$ cat src/rtl/xbar_pkg.sv
package xbar_pkg;

	// ====================
	// Routing
	// ====================
	typedef enum logic [1:0] {
		TGT_S0,
		TGT_S1,
		TGT_DECERR
	} target_t;

	// ====================
	// State machines
	// ====================
	typedef enum logic {
		ARB_IDLE,
		ARB_BUSY
	} arb_state_t;

	typedef enum logic [1:0] {
		RT_IDLE,
		RT_FETCH,
		RT_DELIVER
	} route_state_t;

	// ====================
	// Slave ID layout
	// ====================
	// Upper nibble of the slave ID names the master
	localparam int MIDX_W = 4;

	localparam logic [MIDX_W-1:0] MIDX_M0 = 4'd0;
	localparam logic [MIDX_W-1:0] MIDX_M1 = 4'd1;

endpackage

$ cat src/rtl/axi_pkg.sv
package axi_pkg;

	// ====================
	// Channel widths
	// ====================
	localparam int ADDR_W  = 32;
	localparam int DATA_W  = 32;
	localparam int MID_W   = 4;
	localparam int SID_W   = 8;
	localparam int LEN_W   = 8;
	localparam int SIZE_W  = 3;
	localparam int BURST_W = 2;
	localparam int RESP_W  = 2;

	typedef logic [ADDR_W-1:0]  addr_t;
	typedef logic [DATA_W-1:0]  data_t;
	typedef logic [MID_W-1:0]   mid_t;
	typedef logic [SID_W-1:0]   sid_t;
	typedef logic [LEN_W-1:0]   len_t;
	typedef logic [SIZE_W-1:0]  size_t;
	typedef logic [BURST_W-1:0] burst_t;
	typedef logic [RESP_W-1:0]  resp_t;

	// ====================
	// Response codes
	// ====================
	localparam resp_t RESP_OKAY   = 2'b00;
	localparam resp_t RESP_DECERR = 2'b11;

	// Bytes per data beat
	localparam int BEAT_BYTES = 4;

endpackage
$ cat src/rtl/axi_rd_xbar.sv
`timescale 1ns/10ps

module axi_rd_xbar #(
	parameter axi_pkg::addr_t SLAVE1_BASE  = 32'h0001_0000,
	parameter axi_pkg::addr_t DECODE_LIMIT = 32'h0002_0000
) (
	input  logic            ACLK,
	input  logic            ARESETn,

	// ====================
	// Master 0
	// ====================
	input  axi_pkg::addr_t  araddr_m0,
	input  axi_pkg::mid_t   arid_m0,
	input  axi_pkg::len_t   arlen_m0,
	input  axi_pkg::size_t  arsize_m0,
	input  axi_pkg::burst_t arburst_m0,
	input  logic            arvalid_m0,
	output logic            arready_m0,
	output axi_pkg::mid_t   rid_m0,
	output axi_pkg::data_t  rdata_m0,
	output axi_pkg::resp_t  rresp_m0,
	output logic            rlast_m0,
	output logic            rvalid_m0,
	input  logic            rready_m0,

	// ====================
	// Master 1
	// ====================
	input  axi_pkg::addr_t  araddr_m1,
	input  axi_pkg::mid_t   arid_m1,
	input  axi_pkg::len_t   arlen_m1,
	input  axi_pkg::size_t  arsize_m1,
	input  axi_pkg::burst_t arburst_m1,
	input  logic            arvalid_m1,
	output logic            arready_m1,
	output axi_pkg::mid_t   rid_m1,
	output axi_pkg::data_t  rdata_m1,
	output axi_pkg::resp_t  rresp_m1,
	output logic            rlast_m1,
	output logic            rvalid_m1,
	input  logic            rready_m1,

	// ====================
	// Slave 0
	// ====================
	output axi_pkg::addr_t  araddr_s0,
	output axi_pkg::sid_t   arid_s0,
	output axi_pkg::len_t   arlen_s0,
	output axi_pkg::size_t  arsize_s0,
	output axi_pkg::burst_t arburst_s0,
	output logic            arvalid_s0,
	input  logic            arready_s0,
	input  axi_pkg::sid_t   rid_s0,
	input  axi_pkg::data_t  rdata_s0,
	input  axi_pkg::resp_t  rresp_s0,
	input  logic            rlast_s0,
	input  logic            rvalid_s0,
	output logic            rready_s0,

	// ====================
	// Slave 1
	// ====================
	output axi_pkg::addr_t  araddr_s1,
	output axi_pkg::sid_t   arid_s1,
	output axi_pkg::len_t   arlen_s1,
	output axi_pkg::size_t  arsize_s1,
	output axi_pkg::burst_t arburst_s1,
	output logic            arvalid_s1,
	input  logic            arready_s1,
	input  axi_pkg::sid_t   rid_s1,
	input  axi_pkg::data_t  rdata_s1,
	input  axi_pkg::resp_t  rresp_s1,
	input  logic            rlast_s1,
	input  logic            rvalid_s1,
	output logic            rready_s1
);
	import axi_pkg::*;
	import xbar_pkg::*;

	logic    take;
	logic    take_m1;
	logic    issued;
	logic    burst_done;
	target_t target;

	addr_t   araddr_s;
	sid_t    arid_s;
	len_t    arlen_s;
	size_t   arsize_s;
	burst_t  arburst_s;

	// Internal decode-error slave
	logic    arvalid_de;
	logic    arready_de;
	sid_t    rid_de;
	data_t   rdata_de;
	resp_t   rresp_de;
	logic    rlast_de;
	logic    rvalid_de;
	logic    rready_de;

	// Both slaves see the same request fields
	assign araddr_s0  = araddr_s;
	assign arid_s0    = arid_s;
	assign arlen_s0   = arlen_s;
	assign arsize_s0  = arsize_s;
	assign arburst_s0 = arburst_s;
	assign araddr_s1  = araddr_s;
	assign arid_s1    = arid_s;
	assign arlen_s1   = arlen_s;
	assign arsize_s1  = arsize_s;
	assign arburst_s1 = arburst_s;

	ar_arbiter u_arbiter (
		.ACLK       (ACLK),
		.ARESETn    (ARESETn),
		.arvalid_m0 (arvalid_m0),
		.arvalid_m1 (arvalid_m1),
		.burst_done (burst_done),
		.grant_m0   (arready_m0),
		.grant_m1   (arready_m1),
		.take       (take),
		.take_m1    (take_m1)
	);

	ar_issue #(
		.SLAVE1_BASE  (SLAVE1_BASE),
		.DECODE_LIMIT (DECODE_LIMIT)
	) u_issue (
		.ACLK       (ACLK),
		.ARESETn    (ARESETn),
		.take       (take),
		.take_m1    (take_m1),
		.araddr_m0  (araddr_m0),
		.arid_m0    (arid_m0),
		.arlen_m0   (arlen_m0),
		.arsize_m0  (arsize_m0),
		.arburst_m0 (arburst_m0),
		.araddr_m1  (araddr_m1),
		.arid_m1    (arid_m1),
		.arlen_m1   (arlen_m1),
		.arsize_m1  (arsize_m1),
		.arburst_m1 (arburst_m1),
		.araddr_s   (araddr_s),
		.arid_s     (arid_s),
		.arlen_s    (arlen_s),
		.arsize_s   (arsize_s),
		.arburst_s  (arburst_s),
		.arvalid_s0 (arvalid_s0),
		.arvalid_s1 (arvalid_s1),
		.arvalid_de (arvalid_de),
		.arready_s0 (arready_s0),
		.arready_s1 (arready_s1),
		.arready_de (arready_de),
		.issued     (issued),
		.target     (target)
	);

	decerr_slave u_decerr (
		.ACLK    (ACLK),
		.ARESETn (ARESETn),
		.arvalid (arvalid_de),
		.arid    (arid_s),
		.arlen   (arlen_s),
		.arready (arready_de),
		.rid     (rid_de),
		.rdata   (rdata_de),
		.rresp   (rresp_de),
		.rlast   (rlast_de),
		.rvalid  (rvalid_de),
		.rready  (rready_de)
	);

	r_router u_router (
		.ACLK       (ACLK),
		.ARESETn    (ARESETn),
		.issued     (issued),
		.target     (target),
		.rid_s0     (rid_s0),
		.rdata_s0   (rdata_s0),
		.rresp_s0   (rresp_s0),
		.rlast_s0   (rlast_s0),
		.rvalid_s0  (rvalid_s0),
		.rready_s0  (rready_s0),
		.rid_s1     (rid_s1),
		.rdata_s1   (rdata_s1),
		.rresp_s1   (rresp_s1),
		.rlast_s1   (rlast_s1),
		.rvalid_s1  (rvalid_s1),
		.rready_s1  (rready_s1),
		.rid_de     (rid_de),
		.rdata_de   (rdata_de),
		.rresp_de   (rresp_de),
		.rlast_de   (rlast_de),
		.rvalid_de  (rvalid_de),
		.rready_de  (rready_de),
		.rid_m0     (rid_m0),
		.rdata_m0   (rdata_m0),
		.rresp_m0   (rresp_m0),
		.rlast_m0   (rlast_m0),
		.rvalid_m0  (rvalid_m0),
		.rready_m0  (rready_m0),
		.rid_m1     (rid_m1),
		.rdata_m1   (rdata_m1),
		.rresp_m1   (rresp_m1),
		.rlast_m1   (rlast_m1),
		.rvalid_m1  (rvalid_m1),
		.rready_m1  (rready_m1),
		.burst_done (burst_done)
	);

endmodule

$ cat src/rtl/r_router.sv
`timescale 1ns/10ps

module r_router (
	input  logic              ACLK,
	input  logic              ARESETn,
	input  logic              issued,
	input  xbar_pkg::target_t target,

	input  axi_pkg::sid_t     rid_s0,
	input  axi_pkg::data_t    rdata_s0,
	input  axi_pkg::resp_t    rresp_s0,
	input  logic              rlast_s0,
	input  logic              rvalid_s0,
	output logic              rready_s0,

	input  axi_pkg::sid_t     rid_s1,
	input  axi_pkg::data_t    rdata_s1,
	input  axi_pkg::resp_t    rresp_s1,
	input  logic              rlast_s1,
	input  logic              rvalid_s1,
	output logic              rready_s1,

	input  axi_pkg::sid_t     rid_de,
	input  axi_pkg::data_t    rdata_de,
	input  axi_pkg::resp_t    rresp_de,
	input  logic              rlast_de,
	input  logic              rvalid_de,
	output logic              rready_de,

	output axi_pkg::mid_t     rid_m0,
	output axi_pkg::data_t    rdata_m0,
	output axi_pkg::resp_t    rresp_m0,
	output logic              rlast_m0,
	output logic              rvalid_m0,
	input  logic              rready_m0,

	output axi_pkg::mid_t     rid_m1,
	output axi_pkg::data_t    rdata_m1,
	output axi_pkg::resp_t    rresp_m1,
	output logic              rlast_m1,
	output logic              rvalid_m1,
	input  logic              rready_m1,

	output logic              burst_done
);
	import axi_pkg::*;
	import xbar_pkg::*;

	route_state_t      state;
	sid_t              sel_rid;
	data_t             sel_rdata;
	resp_t             sel_rresp;
	logic              sel_rlast;
	logic              sel_rvalid;
	sid_t              buf_id;
	data_t             buf_data;
	resp_t             buf_resp;
	logic              buf_last;
	logic [MIDX_W-1:0] buf_midx;
	logic              fetch_hs;
	logic              deliver_hs;

	// ====================
	// Slave side
	// ====================
	always_comb begin
		case (target)
			TGT_S0: begin
				sel_rid    = rid_s0;
				sel_rdata  = rdata_s0;
				sel_rresp  = rresp_s0;
				sel_rlast  = rlast_s0;
				sel_rvalid = rvalid_s0;
			end
			TGT_S1: begin
				sel_rid    = rid_s1;
				sel_rdata  = rdata_s1;
				sel_rresp  = rresp_s1;
				sel_rlast  = rlast_s1;
				sel_rvalid = rvalid_s1;
			end
			default: begin
				sel_rid    = rid_de;
				sel_rdata  = rdata_de;
				sel_rresp  = rresp_de;
				sel_rlast  = rlast_de;
				sel_rvalid = rvalid_de;
			end
		endcase
	end

	assign rready_s0 = (state == RT_FETCH) && (target == TGT_S0);
	assign rready_s1 = (state == RT_FETCH) && (target == TGT_S1);
	assign rready_de = (state == RT_FETCH) && (target == TGT_DECERR);

	assign fetch_hs = (state == RT_FETCH) && sel_rvalid;

	// One-beat buffer
	always_ff @(posedge ACLK) begin
		if (fetch_hs) begin
			buf_id   <= sel_rid;
			buf_data <= sel_rdata;
			buf_resp <= sel_rresp;
			buf_last <= sel_rlast;
		end
	end

	// ====================
	// Master side
	// ====================
	assign buf_midx = buf_id[SID_W-1 -: MIDX_W];

	assign rvalid_m0 = (state == RT_DELIVER) && (buf_midx == MIDX_M0);
	assign rvalid_m1 = (state == RT_DELIVER) && (buf_midx == MIDX_M1);

	assign rid_m0   = buf_id[MID_W-1:0];
	assign rdata_m0 = buf_data;
	assign rresp_m0 = buf_resp;
	assign rlast_m0 = buf_last;
	assign rid_m1   = buf_id[MID_W-1:0];
	assign rdata_m1 = buf_data;
	assign rresp_m1 = buf_resp;
	assign rlast_m1 = buf_last;

	assign deliver_hs = (rvalid_m0 && rready_m0) || (rvalid_m1 && rready_m1);
	assign burst_done = deliver_hs && buf_last;

	always_ff @(posedge ACLK or negedge ARESETn) begin
		if (!ARESETn) begin
			state <= RT_IDLE;
		end else begin
			case (state)
				RT_IDLE: begin
					if (issued) begin
						state <= RT_FETCH;
					end
				end
				RT_FETCH: begin
					if (fetch_hs) begin
						state <= RT_DELIVER;
					end
				end
				RT_DELIVER: begin
					if (deliver_hs) begin
						state <= buf_last ? RT_IDLE : RT_FETCH;
					end
				end
				default: begin
					state <= RT_IDLE;
				end
			endcase
		end
	end

endmodule

$ cat src/rtl/decerr_slave.sv
`timescale 1ns/10ps

module decerr_slave (
	input  logic           ACLK,
	input  logic           ARESETn,

	input  logic           arvalid,
	input  axi_pkg::sid_t  arid,
	input  axi_pkg::len_t  arlen,
	output logic           arready,

	output axi_pkg::sid_t  rid,
	output axi_pkg::data_t rdata,
	output axi_pkg::resp_t rresp,
	output logic           rlast,
	output logic           rvalid,
	input  logic           rready
);
	import axi_pkg::*;

	logic busy;
	len_t remain;
	sid_t id_q;

	assign arready = arvalid && !busy;

	assign rvalid = busy;
	assign rid    = id_q;
	assign rdata  = '0;
	assign rresp  = RESP_DECERR;
	assign rlast  = (remain == '0);

	always_ff @(posedge ACLK or negedge ARESETn) begin
		if (!ARESETn) begin
			busy   <= 1'b0;
			remain <= '0;
		end else if (arvalid && arready) begin
			busy   <= 1'b1;
			remain <= arlen;
		end else if (rvalid && rready) begin
			// Count down the beats still owed
			if (remain == '0) begin
				busy <= 1'b0;
			end else begin
				remain <= remain - 1'b1;
			end
		end
	end

	always_ff @(posedge ACLK) begin
		if (arvalid && arready) begin
			id_q <= arid;
		end
	end

endmodule

$ cat src/rtl/ar_issue.sv
`timescale 1ns/10ps

module ar_issue #(
	parameter axi_pkg::addr_t SLAVE1_BASE  = 32'h0001_0000,
	parameter axi_pkg::addr_t DECODE_LIMIT = 32'h0002_0000
) (
	input  logic              ACLK,
	input  logic              ARESETn,
	input  logic              take,
	input  logic              take_m1,

	input  axi_pkg::addr_t    araddr_m0,
	input  axi_pkg::mid_t     arid_m0,
	input  axi_pkg::len_t     arlen_m0,
	input  axi_pkg::size_t    arsize_m0,
	input  axi_pkg::burst_t   arburst_m0,

	input  axi_pkg::addr_t    araddr_m1,
	input  axi_pkg::mid_t     arid_m1,
	input  axi_pkg::len_t     arlen_m1,
	input  axi_pkg::size_t    arsize_m1,
	input  axi_pkg::burst_t   arburst_m1,

	output axi_pkg::addr_t    araddr_s,
	output axi_pkg::sid_t     arid_s,
	output axi_pkg::len_t     arlen_s,
	output axi_pkg::size_t    arsize_s,
	output axi_pkg::burst_t   arburst_s,

	output logic              arvalid_s0,
	output logic              arvalid_s1,
	output logic              arvalid_de,
	input  logic              arready_s0,
	input  logic              arready_s1,
	input  logic              arready_de,

	output logic              issued,
	output xbar_pkg::target_t target
);
	import axi_pkg::*;
	import xbar_pkg::*;

	addr_t   sel_addr;
	target_t sel_target;
	logic    pending;

	assign sel_addr = take_m1 ? araddr_m1 : araddr_m0;

	// Address map
	always_comb begin
		if (sel_addr < SLAVE1_BASE) begin
			sel_target = TGT_S0;
		end else if (sel_addr < DECODE_LIMIT) begin
			sel_target = TGT_S1;
		end else begin
			sel_target = TGT_DECERR;
		end
	end

	always_ff @(posedge ACLK) begin
		if (take) begin
			araddr_s  <= sel_addr;
			arid_s    <= take_m1 ? {MIDX_M1, arid_m1} : {MIDX_M0, arid_m0};
			arlen_s   <= take_m1 ? arlen_m1 : arlen_m0;
			arsize_s  <= take_m1 ? arsize_m1 : arsize_m0;
			arburst_s <= take_m1 ? arburst_m1 : arburst_m0;
		end
	end

	always_ff @(posedge ACLK or negedge ARESETn) begin
		if (!ARESETn) begin
			pending <= 1'b0;
			target  <= TGT_S0;
		end else if (take) begin
			pending <= 1'b1;
			target  <= sel_target;
		end else if (issued) begin
			pending <= 1'b0;
		end
	end

	// Only the decoded target sees ARVALID
	assign arvalid_s0 = pending && (target == TGT_S0);
	assign arvalid_s1 = pending && (target == TGT_S1);
	assign arvalid_de = pending && (target == TGT_DECERR);

	assign issued = (arvalid_s0 && arready_s0) ||
	                (arvalid_s1 && arready_s1) ||
	                (arvalid_de && arready_de);

endmodule

$ cat src/rtl/ar_arbiter.sv
`timescale 1ns/10ps

module ar_arbiter (
	input  logic ACLK,
	input  logic ARESETn,

	input  logic arvalid_m0,
	input  logic arvalid_m1,
	input  logic burst_done,

	output logic grant_m0,
	output logic grant_m1,
	output logic take,
	output logic take_m1
);
	import xbar_pkg::*;

	arb_state_t state;
	logic       prio_m1;
	logic       owner_m1;
	logic       idle;

	assign idle = (state == ARB_IDLE);

	// Favoured master wins a tie, the other one only when alone
	assign grant_m0 = idle && arvalid_m0 && (!prio_m1 || !arvalid_m1);
	assign grant_m1 = idle && arvalid_m1 && (prio_m1 || !arvalid_m0);

	assign take    = grant_m0 || grant_m1;
	assign take_m1 = grant_m1;

	always_ff @(posedge ACLK or negedge ARESETn) begin
		if (!ARESETn) begin
			state <= ARB_IDLE;
		end else begin
			case (state)
				ARB_IDLE: begin
					if (take) begin
						state <= ARB_BUSY;
					end
				end
				ARB_BUSY: begin
					if (burst_done) begin
						state <= ARB_IDLE;
					end
				end
				default: begin
					state <= ARB_IDLE;
				end
			endcase
		end
	end

	// Remember who owns the burst in flight
	always_ff @(posedge ACLK or negedge ARESETn) begin
		if (!ARESETn) begin
			owner_m1 <= 1'b0;
		end else if (take) begin
			owner_m1 <= take_m1;
		end
	end

	// Other master is favoured once the burst ends
	always_ff @(posedge ACLK or negedge ARESETn) begin
		if (!ARESETn) begin
			prio_m1 <= 1'b0;
		end else if (burst_done) begin
			prio_m1 <= !owner_m1;
		end
	end

endmodule

$ cat config.mk
export PLATFORM = sky130hd
export DESIGN_NAME = axi_rd_xbar
export DESIGN_NICKNAME = d
export VERILOG_FILES = /design/src/rtl/xbar_pkg.sv /design/src/rtl/axi_pkg.sv /design/src/rtl/axi_rd_xbar.sv /design/src/rtl/r_router.sv /design/src/rtl/decerr_slave.sv /design/src/rtl/ar_issue.sv /design/src/rtl/ar_arbiter.sv
export SDC_FILE = /design/constraint.sdc
export NUM_CORES = 1
export LEC_CHECK = 0
export ABC_AREA = 1
export ABC_CLOCK_PERIOD_IN_PS = 3400
export BUFFER_PORTS_ARGS = -buffer_cell sky130_fd_sc_hd__buf_2
export CORE_ASPECT_RATIO = 2
export CORE_MARGIN = 2
export CORE_UTILIZATION = 27
export DETAILED_ROUTE_END_ITERATION = 8
export PLACE_DENSITY_LB_ADDON = 0.25
export RECOVER_POWER = 25
export SYNTH_ARGS = -nofsm -noshare
export SYNTH_HDL_FRONTEND = slang
export SYNTH_SLANG_ARGS = --single-unit
$ cat constraint.sdc
create_clock -name ACLK -period 3.4 [get_ports ACLK]
set_input_delay 0.34 -clock ACLK [delete_from_list [all_inputs] [get_ports ACLK]]
set_output_delay 0.34 -clock ACLK [all_outputs]
set_load 0.01 [all_outputs]
==> results.py <==
metrics = {
    "run_status": {
        "status": "finished clean",
    },
    "clock_network": {
        "cts-buffers-inserted": 17,
        "h-tree-depth": 4,
        "clk_latency_ps": 410,
        "clkTransAtPathRegs_ps": 60,
        "root_buffer": "clkbuf_16",
        "post_cts_buffers": 0,
        "cts_tree": "yes",
        "numClockSinks": 115,
        "clock_path_buffers": 2,
    },
    "timing": {
        "fin_crit_sh_pct": 80.4,
        "min_period_ps": 2730,
        "worst_slack_ps": 666,
        "finalSetupTns_ps": 0,
        "slew_headroom_pct": 30.4,
        "finalSetupViolCount": 0,
        "hold_viol_final": 0,
        "finClkSkew_ps": 9.75,
        "slew_viol_final": 0,
        "rsz0062_at_grt": "false",
        "fmax_mhz": 366,
        "worst_pin_slew_ps": 1040,
    },
    "synth": {
        "syn_avg_cell_area_um2": 9.68,
        "synth-seq-cells": 115,
        "ys_seq_area_share_pct": 55.9,
        "synth_cells": 622,
        "netlist_area_mm2": 0.00602,
        "yosysWarningCount": 0,
        "synth_cell_types": 31,
    },
    "setup_path": {
        "path_cells": "nor2_8, nand2_4, inv_2, buf_2",
        "criticalPathCategory": "reg -> out",
        "path_buf_inv": 2,
        "critical_path.startpoint_type": "flip-flop",
        "critPathTopFamily": "buffers and inverters",
        "crit_arrival_ps": 2390,
        "cp_max_fo": 55,
        "end_kind": "primary output",
        "slowest_stage": "inv_2",
        "cp_slowest_stage_delay_ps": 550,
        "required_ps": 3060,
    },
    "final_layout": {
        "fin_area_mm2": 0.00805,
        "drive_above_1_share_pct": 38.2,
        "area_growth_pct": 33.7,
        "layout.nets": 1107,
        "antenna_cells": 0,
    },
    "grt": {
        "grt_first_pass_wirelength_um": 26100,
        "antenna_found_initial": 0,
        "grt_overflow": 0,
        "grt_max_degree": 56,
        "grt_pass1_vias": 4957,
        "grt.total_usage_pct": 15.0,
    },
    "die": {
        "die_area_mm2": 0.0236,
        "die_w_um": 110,
        "io_pins": 386,
        "initial_utilization_pct": 27.4,
        "die_h_um": 215,
        "core_mm2": 0.0220,
        "rows": 77,
    },
    "place": {
        "numPortBuffers": 379,
        "dp_hpwl_um": 14200,
        "placed_area_mm2": 0.00751,
        "place.gp.congestion": 0.819,
        "dp_slack_ps": 965,
    },
    "power": {
        "power.leakage_nw": 3.79,
        "power.density_mw_per_mm2": 772,
        "power_mw": 6.22,
        "max-vdd-ir-drop_mv": 0.265,
    },
    "flow_run": {
        "max_cap_violations": 0,
    },
    "detailed_routing": {
        "num_vias": 5084,
        "route.detailed.drc": 0,
        "drtPass1Iterations": 5,
        "vias_per_cell": 4.23,
        "routed_wl_um": 18100,
        "antenna_left": 0,
        "wire_per_inst_um": 15.1,
        "dr.first_iter.drc_count": 149,
    },
    "min_path": {
        "worstHoldPathType": "in -> reg",
    },
}
Yosys cell counts (all sizes together):
| cell type | instances | area, µm² |
|---|---|---|
| a22oi | 2 | 15.0 |
| clkbuf | 11 | 41.3 |
| nand4 | 6 | 37.5 |
| a211oi | 1 | 7.51 |
| edfxtp | 98 | 2940 |
| conb | 1 | 3.75 |
| nor4 | 2 | 12.5 |
| nand2 | 210 | 798 |
| nor3 | 1 | 10.0 |
| a22o | 35 | 307 |
| buf | 108 | 795 |
| inv | 38 | 143 |
| nand3b | 7 | 52.6 |
| nor2 | 34 | 149 |
| nand3 | 19 | 95.1 |
| ha | 1 | 12.5 |
| dfrtp | 17 | 425 |
| xnor2 | 1 | 8.76 |
| o21ai | 18 | 90.1 |
| mux2i | 1 | 10.0 |
| a31o | 1 | 8.76 |
| a21oi | 8 | 40.0 |
| o22a | 2 | 17.5 |
where the power goes:
part	switching, mW	internal [mW]
clock	0.651	1.30
combinational	1.23	0.695
sequential	0.273	2.08
total	2.15	4.07
metal layers:
| metal | global-route usage [%] | routed length (µm) | vias to the layer above |
|---|---|---|---|
| met5 | 0 | 0 | - |
| met4 | 6.16 | 395 | 0 |
| met3 | 2.91 | 1110 | 18 |
| met2 | 28.1 | 10000 | 221 |
| met1 | 15.8 | 6600 | 2291 |
| li1 | - | - | 2554 |
metrics by stage:
step / hold WS (ps) / util, % / instances
floorplan: 44.4 / - / 627
global placement: 306 / 34.2 / 1168
detailed placement: 311 / 34.2 / 1168
CTS: 168 / 37.1 / 1201
global route: 178 / 36.7 / 1201
finish: 191 / 36.7 / 1201
worst register-to-register path, cell delays in order, from the launching register on:
cell,delay (ps)
dfrtp_1,400
inv_2,60
nand2_2,220
nand2_4,530
inv_2,410
nand2_1,150
nand2_1,70
nor2_1,80
nand2_1,70
nor2_1,120
nand2_1,70
nand2_1,60
nand2_1,50
path summary, 6_finish.rpt:
path | startpoint | to | slack [ps] | cells past startpoint
setup / recovery | u_arbiter.state$_DFF_PN0_ | arready_m1 | 670 | 4
min in group asynchronous | ARESETn | u_router.state[0]$_DFFE_PN0P_ | 660 | 2
hold / removal | arlen_m1[3] | u_issue.arlen_s[3]$_DFFE_PP_ | 190 | 3
max in group asynchronous | ARESETn | u_decerr.remain[6]$_DFFE_PN0P_ | 2110 | 2
hold reg to reg | u_arbiter.owner_m1$_DFFE_PN0P_ | u_arbiter.prio_m1$_DFFE_PN0N_ | 480 | 1
setup reg to reg | u_arbiter.prio_m1$_DFFE_PN0N_ | u_issue.target[1]$_DFFE_PN0P_ | 990 | 12
registers in the layout (all words and copies together), names as in the netlist, 3 cells and up:
name	flops
u_router.rdata_m0	32
u_issue.araddr_s	32
u_decerr.remain	8
u_issue.arid_s	5
u_issue.arsize_s	3
u_issue.arlen_s	8
u_decerr.rid	5
u_router.buf_id	8
cell usage in the layout, fill, tap and decap left out, types with 8 or more instances in the layout:
master	count
buf_2	297
nand2_1	208
edfxtp_1	98
clkbuf_1	83
a22o_1	35
nor2_1	31
inv_1	24
nand3_1	19
clkbuf_16	17
dfrtp_1	17
inv_2	14
o21ai_1	10
o21ai_0	8
cells by family (layout without fill, tap and decap cells):
family | count (synthesis) | in the layout | share of synthesized area, %
compound gates | 67 | 67 | 8.06
xor+xnor | 1 | 1 | 0.145
fa+ha+maj | 1 | 1 | 0.208
buf+inv | 157 | 455 | 16.2
flops | 115 | 115 | 55.9
mux | 1 | 1 | 0.166
other cells | 1 | 6 | 0.0623
simple gates | 279 | 279 | 19.2
what timing repair did:
action	in CTS	in global routing
resized for setup	0	0
endpoints found under the hold margin	17	0
hold buffers	1	0
endpoints found under the setup margin	0	0
cell type report:
type                       count  area, µm²
clock buffer                  18        429
clock inverter                14        211
fill                        2355      13900
inverter                      38        143
multi-input combinational    355       1720
sequential                   115       3370
tap                          276        345
timing repair buffer         385       1840
(Power assumes the default switching activity.)
